--- src/fetch_pkg.sv ---
package fetch_pkg;

   // ====================
   // Front end geometry
   // ====================
   localparam int FETCH_WIDTH   = 4;      // Slots per fetch group
   localparam int XLEN          = 32;     // Address and instruction width
   localparam int RESOLVE_PORTS = 2;      // In-order resolve ports from back end

   localparam logic [XLEN-1:0] RESET_PC = '0;   // First fetch address

   // Instruction classes seen by the early decoder
   typedef enum logic [1:0] {
      OP_BRANCH,    // Conditional branch, B-type
      OP_JAL,       // Direct jump, J-type
      OP_OTHER      // Anything else, falls through
   } opcode_e;

   // ====================
   // Grouped signals
   // ====================

   // One fetch slot
   typedef struct packed {
      logic [XLEN-1:0] pc;
      logic [XLEN-1:0] instr;
      logic            pred_taken;   // JAL or branch with taken counter
   } slot_t;

   // One fetch group, slot 0 at the lowest address
   typedef struct packed {
      slot_t [FETCH_WIDTH-1:0] slots;
      logic  [FETCH_WIDTH-1:0] valid;   // Slots up to first predicted-taken
   } fetch_group_t;

   // One resolve port
   typedef struct packed {
      logic            valid;
      logic            mispredict;   // Front end took the wrong path
      logic            is_branch;    // Conditional branch, trains predictor
      logic            taken;        // Actual direction
      logic [XLEN-1:0] pc;           // Branch pc, indexes the counter table
      logic [XLEN-1:0] correct_pc;   // Redirect target on mispredict
   } resolve_t;

   // Port 0 is the oldest
   typedef resolve_t [RESOLVE_PORTS-1:0] resolve_vec_t;

endpackage

--- src/branch_predictor.sv ---
`timescale 1ns/1ps

module branch_predictor #(
   parameter int ENTRIES = 32                        // Counter table size, power of two
)(
   input  logic                                                clk,
   input  logic                                                rst_n_i,
   input  logic [fetch_pkg::FETCH_WIDTH-1:0][fetch_pkg::XLEN-1:0] lookup_pc_i,
   output logic [fetch_pkg::FETCH_WIDTH-1:0]                   taken_o,
   input  logic [fetch_pkg::RESOLVE_PORTS-1:0]                 update_en_i,
   input  fetch_pkg::resolve_vec_t                             resolve_i
);
   import fetch_pkg::*;

   localparam int IDX_W = $clog2(ENTRIES);

   logic [1:0]       ctr_q   [ENTRIES];         // Bimodal 2-bit counters
   logic [IDX_W-1:0] upd_idx [RESOLVE_PORTS];   // Table index per resolve port

   // Saturating step, up on taken and down on not-taken
   function automatic logic [1:0] sat_next(input logic [1:0] ctr, input logic taken);
      if (taken) begin
         return (ctr == 2'd3) ? ctr : ctr + 2'd1;
      end
      return (ctr == 2'd0) ? ctr : ctr - 2'd1;
   endfunction

   // ====================
   // Lookup
   // ====================
   always_comb begin
      for (int k = 0; k < FETCH_WIDTH; k++) begin
         // Word index drops the two byte-offset bits
         taken_o[k] = ctr_q[lookup_pc_i[k][IDX_W+1:2]][1];   // Counter >= 2
      end
   end

   // ====================
   // Update
   // ====================
   always_comb begin
      for (int p = 0; p < RESOLVE_PORTS; p++) begin
         upd_idx[p] = resolve_i[p].pc[IDX_W+1:2];
      end
   end

   always_ff @(posedge clk) begin
      if (!rst_n_i) begin
         for (int i = 0; i < ENTRIES; i++) begin
            ctr_q[i] <= 2'd1;                            // Weakly not-taken
         end
      end else begin
         // Ascending port order, younger port wins on a shared entry
         for (int p = 0; p < RESOLVE_PORTS; p++) begin
            if (update_en_i[p]) begin
               ctr_q[upd_idx[p]] <= sat_next(ctr_q[upd_idx[p]], resolve_i[p].taken);
            end
         end
      end
   end

endmodule

--- src/fetch_unit.sv ---
`timescale 1ns/1ps

module fetch_unit #(
   parameter int ENTRIES = 32                             // Predictor entries
)(
   input  logic                                                clk,
   input  logic                                                rst_n_i,
   output logic [fetch_pkg::XLEN-1:0]                          imem_addr_o,
   input  logic [fetch_pkg::FETCH_WIDTH-1:0][fetch_pkg::XLEN-1:0] imem_rdata_i,
   input  fetch_pkg::resolve_vec_t                             resolve_i,
   input  logic                                                ready_i,
   output logic                                                push_o,
   output fetch_pkg::fetch_group_t                             group_o,
   output logic                                                flush_o
);
   import fetch_pkg::*;

   logic [XLEN-1:0]                   fetch_pc;
   logic [FETCH_WIDTH-1:0][XLEN-1:0]  slot_pc;      // Per-slot pc, base plus 4k
   opcode_e                           op     [FETCH_WIDTH];
   logic [XLEN-1:0]                   offset [FETCH_WIDTH];
   logic [FETCH_WIDTH-1:0]            bp_taken;     // Counter says taken
   logic [FETCH_WIDTH-1:0]            pred;         // Slot redirects fetch
   logic [FETCH_WIDTH-1:0]            valid_mask;
   logic                              blocked;      // Earlier slot already taken
   logic                              redirect;
   logic [XLEN-1:0]                   redirect_pc;
   logic                              flush;
   logic [XLEN-1:0]                   flush_pc;
   logic                              older_mis;    // Mispredict seen on an older port
   logic [RESOLVE_PORTS-1:0]          update_en;
   logic                              fetch_en_q;   // Set once out of reset

   // ====================
   // Resolve handling
   // ====================
   always_comb begin
      flush     = 1'b0;
      flush_pc  = '0;
      older_mis = 1'b0;
      for (int p = 0; p < RESOLVE_PORTS; p++) begin
         update_en[p] = resolve_i[p].valid & resolve_i[p].is_branch & ~older_mis;
         if (resolve_i[p].valid && resolve_i[p].mispredict && !older_mis) begin
            flush    = 1'b1;
            flush_pc = resolve_i[p].correct_pc;   // Oldest mispredict only
         end
         older_mis = older_mis | (resolve_i[p].valid & resolve_i[p].mispredict);
      end
   end

   // ====================
   // Slot decode
   // ====================
   for (genvar k = 0; k < FETCH_WIDTH; k++) begin : g_slot
      assign slot_pc[k] = fetch_pc + XLEN'(4 * k);

      imm_decoder u_dec (
         .instr_i  (imem_rdata_i[k]),
         .op_o     (op[k]),
         .offset_o (offset[k])
      );

      // JAL always taken, branch follows its counter
      assign pred[k] = (op[k] == OP_JAL) | ((op[k] == OP_BRANCH) & bp_taken[k]);
   end

   branch_predictor #(.ENTRIES(ENTRIES)) u_bp (
      .clk         (clk),
      .rst_n_i     (rst_n_i),
      .lookup_pc_i (slot_pc),
      .taken_o     (bp_taken),
      .update_en_i (update_en),
      .resolve_i   (resolve_i)
   );

   // First predicted-taken slot ends the group
   always_comb begin
      blocked     = 1'b0;
      redirect    = 1'b0;
      redirect_pc = '0;
      for (int k = 0; k < FETCH_WIDTH; k++) begin
         valid_mask[k] = ~blocked;
         if (!blocked && pred[k]) begin
            redirect    = 1'b1;
            redirect_pc = slot_pc[k] + offset[k];
            blocked     = 1'b1;                   // Later slots dropped
         end
      end
   end

   always_comb begin
      for (int k = 0; k < FETCH_WIDTH; k++) begin
         group_o.slots[k].pc         = slot_pc[k];
         group_o.slots[k].instr      = imem_rdata_i[k];
         group_o.slots[k].pred_taken = pred[k];
      end
      group_o.valid = valid_mask;
   end

   // ====================
   // Handshake and PC
   // ====================
   always_ff @(posedge clk) begin
      if (!rst_n_i) begin
         fetch_en_q <= 1'b0;
      end else begin
         fetch_en_q <= 1'b1;
      end
   end

   assign push_o  = fetch_en_q & ready_i & ~flush;   // Never together with flush
   assign flush_o = flush;

   pc_gen u_pc (
      .clk           (clk),
      .rst_n_i       (rst_n_i),
      .advance_i     (push_o),
      .flush_i       (flush),
      .flush_pc_i    (flush_pc),
      .redirect_i    (redirect),
      .redirect_pc_i (redirect_pc),
      .pc_o          (fetch_pc)
   );

   assign imem_addr_o = fetch_pc;

endmodule

--- src/frontend_top.sv ---
`timescale 1ns/1ps

module frontend_top #(
   parameter int ENTRIES   = 32,    // Predictor entries
   parameter int BUF_DEPTH = 4      // Buffered groups
)(
   input  logic                                                clk,
   input  logic                                                rst_n_i,
   output logic [fetch_pkg::XLEN-1:0]                          imem_addr_o,
   input  logic [fetch_pkg::FETCH_WIDTH-1:0][fetch_pkg::XLEN-1:0] imem_rdata_i,
   input  fetch_pkg::resolve_vec_t                             resolve_i,
   output fetch_pkg::slot_t                                    out_slot_o,
   output logic                                                out_valid_o,
   input  logic                                                out_ready_i
);
   import fetch_pkg::*;

   fetch_group_t fetch_group;   // Fetch unit to buffer
   fetch_group_t head_group;    // Buffer to serializer
   logic         push;
   logic         buf_ready;
   logic         flush;
   logic         pop;
   logic         nonempty;

   // ====================
   // Producer
   // ====================
   fetch_unit #(.ENTRIES(ENTRIES)) u_fetch (
      .clk          (clk),
      .rst_n_i      (rst_n_i),
      .imem_addr_o  (imem_addr_o),
      .imem_rdata_i (imem_rdata_i),
      .resolve_i    (resolve_i),
      .ready_i      (buf_ready),
      .push_o       (push),
      .group_o      (fetch_group),
      .flush_o      (flush)
   );

   inst_buffer #(.BUF_DEPTH(BUF_DEPTH)) u_buf (
      .clk        (clk),
      .rst_n_i    (rst_n_i),
      .flush_i    (flush),
      .push_i     (push),
      .group_i    (fetch_group),
      .ready_o    (buf_ready),
      .pop_i      (pop),
      .head_o     (head_group),
      .nonempty_o (nonempty)
   );

   // Consumer, one instruction per handshake
   group_serializer u_ser (
      .clk         (clk),
      .rst_n_i     (rst_n_i),
      .flush_i     (flush),
      .head_i      (head_group),
      .nonempty_i  (nonempty),
      .pop_o       (pop),
      .out_slot_o  (out_slot_o),
      .out_valid_o (out_valid_o),
      .out_ready_i (out_ready_i)
   );

endmodule

--- src/group_serializer.sv ---
`timescale 1ns/1ps

module group_serializer (
   input  logic                    clk,
   input  logic                    rst_n_i,
   input  logic                    flush_i,
   input  fetch_pkg::fetch_group_t head_i,
   input  logic                    nonempty_i,
   output logic                    pop_o,
   output fetch_pkg::slot_t        out_slot_o,
   output logic                    out_valid_o,
   input  logic                    out_ready_i
);
   import fetch_pkg::*;

   localparam int SEL_W = $clog2(FETCH_WIDTH);

   fetch_group_t           grp_q;      // Group being drained
   logic [FETCH_WIDTH-1:0] rem_q;      // Slots not yet handed out
   logic [FETCH_WIDTH-1:0] rem_next;
   logic [SEL_W-1:0]       sel;        // Lowest remaining slot
   logic                   fire;

   // Scan down so the lowest set bit wins
   always_comb begin
      sel = '0;
      for (int k = FETCH_WIDTH - 1; k >= 0; k--) begin
         if (rem_q[k]) begin
            sel = SEL_W'(k);
         end
      end
   end

   assign out_valid_o = |rem_q;
   assign out_slot_o  = grp_q.slots[sel];   // Stable until the handshake
   assign fire        = out_valid_o & out_ready_i;

   always_comb begin
      rem_next = rem_q;
      if (fire) begin
         rem_next[sel] = 1'b0;
      end
   end

   // Load when empty or as the last slot leaves
   assign pop_o = nonempty_i & ~flush_i & (rem_next == '0);

   // ====================
   // State
   // ====================
   always_ff @(posedge clk) begin
      if (!rst_n_i || flush_i) begin
         rem_q <= '0;
      end else if (pop_o) begin
         rem_q <= head_i.valid;
      end else begin
         rem_q <= rem_next;
      end
   end

   always_ff @(posedge clk) begin
      if (pop_o) begin
         grp_q <= head_i;                   // Payload only
      end
   end

endmodule

--- src/imm_decoder.sv ---
`timescale 1ns/1ps

module imm_decoder (
   input  logic [fetch_pkg::XLEN-1:0] instr_i,
   output fetch_pkg::opcode_e         op_o,
   output logic [fetch_pkg::XLEN-1:0] offset_o
);
   import fetch_pkg::*;

   // Major opcodes, bits 6:0
   localparam logic [6:0] MAJOR_BRANCH = 7'b1100011;
   localparam logic [6:0] MAJOR_JAL    = 7'b1101111;

   always_comb begin
      case (instr_i[6:0])
         MAJOR_BRANCH: begin
            op_o = OP_BRANCH;
            // imm[12|10:5] in 31:25, imm[4:1|11] in 11:7
            offset_o = {{19{instr_i[31]}}, instr_i[31], instr_i[7],
                        instr_i[30:25], instr_i[11:8], 1'b0};
         end
         MAJOR_JAL: begin
            op_o = OP_JAL;
            // imm[20|10:1|11|19:12] in 31:12
            offset_o = {{11{instr_i[31]}}, instr_i[31], instr_i[19:12],
                        instr_i[20], instr_i[30:21], 1'b0};
         end
         default: begin
            op_o     = OP_OTHER;
            offset_o = '0;               // No target for sequential code
         end
      endcase
   end

endmodule

--- src/inst_buffer.sv ---
`timescale 1ns/1ps

module inst_buffer #(
   parameter int BUF_DEPTH = 4                  // Groups held
)(
   input  logic                    clk,
   input  logic                    rst_n_i,
   input  logic                    flush_i,
   input  logic                    push_i,
   input  fetch_pkg::fetch_group_t group_i,
   output logic                    ready_o,     // Room for one group
   input  logic                    pop_i,
   output fetch_pkg::fetch_group_t head_o,
   output logic                    nonempty_o
);
   import fetch_pkg::*;

   localparam int PTR_W = (BUF_DEPTH > 1) ? $clog2(BUF_DEPTH) : 1;
   localparam int CNT_W = PTR_W + 1;
   localparam logic [PTR_W-1:0] LAST_PTR = PTR_W'(BUF_DEPTH - 1);
   localparam logic [CNT_W-1:0] FULL_CNT = CNT_W'(BUF_DEPTH);

   fetch_group_t     mem [BUF_DEPTH];    // Group storage
   logic [PTR_W-1:0] wr_ptr_q;
   logic [PTR_W-1:0] rd_ptr_q;
   logic [CNT_W-1:0] count_q;
   logic             do_push;
   logic             do_pop;

   // Wrap for any depth, not only powers of two
   function automatic logic [PTR_W-1:0] ptr_inc(input logic [PTR_W-1:0] ptr);
      return (ptr == LAST_PTR) ? '0 : ptr + 1'b1;
   endfunction

   assign nonempty_o = (count_q != '0);
   assign ready_o    = (count_q != FULL_CNT) | pop_i;   // Full but draining is fine
   assign do_push    = push_i & ready_o;
   assign do_pop     = pop_i & nonempty_o;
   assign head_o     = mem[rd_ptr_q];

   // ====================
   // Pointers and count
   // ====================
   always_ff @(posedge clk) begin
      if (!rst_n_i || flush_i) begin
         wr_ptr_q <= '0;                 // Flush drops every stored group
         rd_ptr_q <= '0;
         count_q  <= '0;
      end else begin
         if (do_push) begin
            wr_ptr_q <= ptr_inc(wr_ptr_q);
         end
         if (do_pop) begin
            rd_ptr_q <= ptr_inc(rd_ptr_q);
         end
         case ({do_push, do_pop})
            2'b10:   count_q <= count_q + 1'b1;
            2'b01:   count_q <= count_q - 1'b1;
            default: count_q <= count_q;  // Both or neither
         endcase
      end
   end

   // Storage
   always_ff @(posedge clk) begin
      if (do_push) begin
         mem[wr_ptr_q] <= group_i;
      end
   end

endmodule

--- src/pc_gen.sv ---
`timescale 1ns/1ps

module pc_gen (
   input  logic                       clk,
   input  logic                       rst_n_i,
   input  logic                       advance_i,      // Group accepted this cycle
   input  logic                       flush_i,        // Back end mispredict
   input  logic [fetch_pkg::XLEN-1:0] flush_pc_i,
   input  logic                       redirect_i,     // Predicted-taken slot in group
   input  logic [fetch_pkg::XLEN-1:0] redirect_pc_i,
   output logic [fetch_pkg::XLEN-1:0] pc_o
);
   import fetch_pkg::*;

   // One group is FETCH_WIDTH words
   localparam logic [XLEN-1:0] GROUP_BYTES = XLEN'(FETCH_WIDTH * 4);

   logic [XLEN-1:0] pc_q;
   logic [XLEN-1:0] pc_seq;

   assign pc_seq = pc_q + GROUP_BYTES;   // Fall-through address

   // Flush over prediction over sequential
   always_ff @(posedge clk) begin
      if (!rst_n_i) begin
         pc_q <= RESET_PC;
      end else if (flush_i) begin
         pc_q <= flush_pc_i;                 // Back end always wins
      end else if (advance_i) begin
         if (redirect_i) begin
            pc_q <= redirect_pc_i;           // Follow predicted target
         end else begin
            pc_q <= pc_seq;
         end
      end
      // No push and no flush, hold
   end

   assign pc_o = pc_q;

endmodule
--- config.mk ---
export PLATFORM = sky130hd
export DESIGN_NAME = frontend_top
export DESIGN_NICKNAME = d
export VERILOG_FILES = /design/src/fetch_pkg.sv /design/src/branch_predictor.sv /design/src/fetch_unit.sv /design/src/frontend_top.sv /design/src/group_serializer.sv /design/src/imm_decoder.sv /design/src/inst_buffer.sv /design/src/pc_gen.sv
export SDC_FILE = /design/constraint.sdc
export NUM_CORES = 2
export LEC_CHECK = 0
export BUFFER_PORTS_ARGS = -buffer_cell sky130_fd_sc_hd__buf_4
export CAP_MARGIN = 20
export CORE_MARGIN = 10
export CORE_UTILIZATION = 50
export DETAILED_ROUTE_END_ITERATION = 10
export GPL_ROUTABILITY_DRIVEN = 0
export HOLD_SLACK_MARGIN = 0.02
export PLACE_DENSITY = 0.66
export SKIP_LAST_GASP = 1
export SLEW_MARGIN = 40
export SYNTH_ARGS = -nofsm -noshare
export SYNTH_HDL_FRONTEND = slang
export SYNTH_HIERARCHICAL = 1
export SYNTH_SLANG_ARGS = --single-unit
export TNS_END_PERCENT = 10
--- constraint.sdc ---
create_clock -name clk -period 33 [get_ports clk]
set_input_delay 6.6 -clock clk [delete_from_list [all_inputs] [get_ports clk]]
set_output_delay 6.6 -clock clk [all_outputs]
set_load 0.01 [all_outputs]
==> impl_metrics.csv <==
group,metric,value,unit
critical_path,critical_path.reg2reg.endpoint,"u_fetch/u_pc/pc_o[25]",
finish,final_cell_mix,"edfxtp_1, buf_4, mux4_2, nand2_1, nor2_1",
yosys,avgSynthCellArea,15.40,um2
clock_tree,clock-sinks,1426,
yosys,synth_top_area_cell,"edfxtp_1",
placed_design,dp_hpwl,130.2,mm
timing,min_period,11220,ps
detailed_routing,first_pass_iters,6,
critical_path,cp.required,33400,ps
flow_run,maxCapViolCount,0,
hold_path,min_path_type,"flop to flop",
critical_path,reg2reg_slack,25830,ps
floorplanning,fp.dieArea,153700,um2
floorplanning,rows,136,
placed_design,place.port_buffers,310,
critical_path,critPathKind,"input pin to flop",
pwr,leakagePower,25.54,nW
timing,fmaxAchievable,0.08914,GHz
critical_path,crit_fanout,52,
timing,slew_viol_final,0,
yosys,yosysWarnings,6,
critical_path,start_kind,"input pin",
yosys,ys_types,101,
finish,layout.cells.most_common,"edfxtp_1",
hold_path,hold_path_startpoint,"u_buf/rd_ptr_q[0]",
clock_tree,cts_hold_buf,0,
timing,finClkSkew,49.13,ps
yosys,syn_nets,4904,
global_routing,antenna_found_initial,8,
detailed_routing,drt-wirelength-per-cell,29.47,um
clock_tree,cts_made_buffers,148,
clock_tree,cts_tree,"built",
clock_tree,post_cts_buffers,0,
finish,areaGrowthSynthToFinish,10.55,%
detailed_routing,via_per_inst,6.376,
global_routing,grt_pass1_vias,40270,
clock_tree,cts_root_buf,"clkbuf_16",
finish,layout.nets,5000,
global_routing,grtUsageTotal,24.55,%
timing,hold_viol_final,0,
yosys,synth_top_area_share,59.89,%
yosys,synth.area.top_cells,"edfxtp_1, mux4_2, ha_1",
global_routing,gr-total-overflow,0,
global_routing,grt_start_max_net_pins,129,
timing,final.setup.tns,0,ps
pwr,powerDensity,52.58,nW/um2
detailed_routing,drc,0,
hold_path,holdPathStages,2,
timing,rsz0062_at_grt,"false",
floorplanning,ios,365,
global_routing,grt_pass1_wl,277.4,mm
yosys,synth_seq_cells,1426,
detailed_routing,wirelength,191.7,mm
clock_tree,h-tree-depth,4,
placed_design,place_area,71590,um2
critical_path,worstSetupEndpointType,"flop",
timing,post-route-period-util,34.00,%
clock_tree,cts_resized,0,
detailed_routing,drt.antenna.violating_nets,0,
critical_path,ff2ff_path_depth,22,
yosys,synthFlopType,"edfxtp_1",
clock_tree,clk_path_buf_depth,3,
floorplanning,start_util,50.33,%
status,status,"completed",
clock_tree,clk_pin_slew,60,ps
finish,layout-drive-gt1-share,24.30,%
yosys,seq_area_frac_synth,61.22,%
yosys,synthArstFlopShare,0,%
floorplanning,dieHeight,392.0,um
detailed_routing,drt_iter0_markers,4573,
critical_path,worstPathArrival,11620,ps
critical_path,startpoint,"out_ready_i",
finish,final_area,76500,um2
clock_tree,clk_latency,800,ps
timing,relSlewSlack,32.63,%
pwr,irDropWorstVdd,0.00003904,V
yosys,synth_edf_count,1380,
detailed_routing,vias,41470,
floorplanning,die_x,392.0,um
yosys,synth_area,69200,um2
floorplanning,core-area,137500,um2
timing,worst_pin_slew,1000,ps
critical_path,r2r-start,"u_fetch/u_pc/pc_o[3]",
yosys,syn_inst,4492,
timing,finalSetupViolCount,0,
-- power breakdown --
part           leakage [nW]  internal [mW]  switching (mW)
combinational          10.2          0.122           0.215
sequential             13.0           2.04          0.0163
clock                  2.34          0.924           0.705
-- worst max-delay path by stage --
stage / cells past startpoint / endpoint
finish: 12 / u_buf/mem[3][150]
global route: 12 / u_buf/mem[3][150]
CTS: 12 / u_buf/mem[2][89]
detailed placement: 12 / u_buf/mem[2][149]
global placement: 12 / u_buf/mem[1][19]
floorplan: 9 / u_buf/mem[0][0]
-- kinds of logic (layout without fill, tap and decap cells) --
logic type | after synthesis | count (layout) | synth area share, %
xor gates and xnor gates | 202 | 202 | 2.568
buffers and inverters | 555 | 771 | 5.307
adders and majority gates | 147 | 147 | 2.712
and+or+nand+nor | 950 | 950 | 6.922
muxes | 455 | 455 | 13.45
other | 5 | 8 | 0.02713
AOI/OAI and AO/OA | 752 | 752 | 7.795
DFF | 1426 | 1426 | 61.22
-- cell usage after synthesis (53+ instances only) --
master and count:
mux4_2 379, xor2_1 77, nor2_1 204, edfxtp_1 1380, buf_4 227, o21ai_0 120
clkbuf_1 96, mux2i_1 66, ha_1 140, xnor2_1 124, inv_1 86, a211oi_2 54
buf_2 83, nand3_1 108, a21oi_1 145, a21o_1 56, nor3_1 54, nand2_1 267
o211ai_1 53, a31oi_1 60
-- stage by stage --
| step | std cells | total power [mW] | utilization, % | hold slack, ps | setup WS, ps |
|---|---|---|---|---|---|
| after global routing | 6504 | 4.149 | 55.64 | 527.6 | 21560 |
| after global placement | 6219 | 2.418 | 51.81 | 469.3 | 20730 |
| final | 6505 | 4.022 | 55.64 | 509.9 | 21780 |
| after detailed placement | 6230 | 2.428 | 52.07 | 477.6 | 20980 |
| after CTS | 6500 | 4.051 | 55.57 | 495.3 | 21830 |
| after floorplan | 4492 | 2.309 | - | 463.4 | 6727 |
-- sequential cells by signal (all words and copies together), names as in the netlist, named ones only --
name,flops
u_fetch/fetch_en_q,1
u_buf/mem,1056
u_buf/rd_ptr_q,2
u_fetch/u_pc/pc_o,32
u_ser/rem_q,4
u_buf/count_q,3
u_fetch/u_bp/ctr_q,64
u_ser/grp_q,260
u_buf/wr_ptr_q,2
-- layout make-up --
type                    instances  area, um2
diodes                          3      7.507
clock buffers                 182       3913
clock inverters                88      895.9
fillers                     10800      60990
inverters                      87      326.6
multi-input cells            2511      23340
flip-flops and latches       1426      42370
well taps                    1794       2245
repair buffers                414       3403
-- metal layers --
metal / up-vias / GRT usage, % / share of wire, %
met4: 10 / 8.435 / 3.3
met1: 21100 / 33.91 / 40
met2: 2215 / 38.55 / 47
li1: 17840 / - / -
met3: 312 / 5.398 / 9.8
met5: - / 0 / 0.029
-- critical path, stage by stage --
cell	delay (ps)
buf_4	100
or4b_2	570
o211ai_1	140
o21ai_1	290
nor2_4	480
or4b_1	350
nand2_1	100
nor2_2	80
buf_4	380
and3_4	780
buf_4	780
buf_4	770
Note: power is estimated with default switching activity, not from simulation.
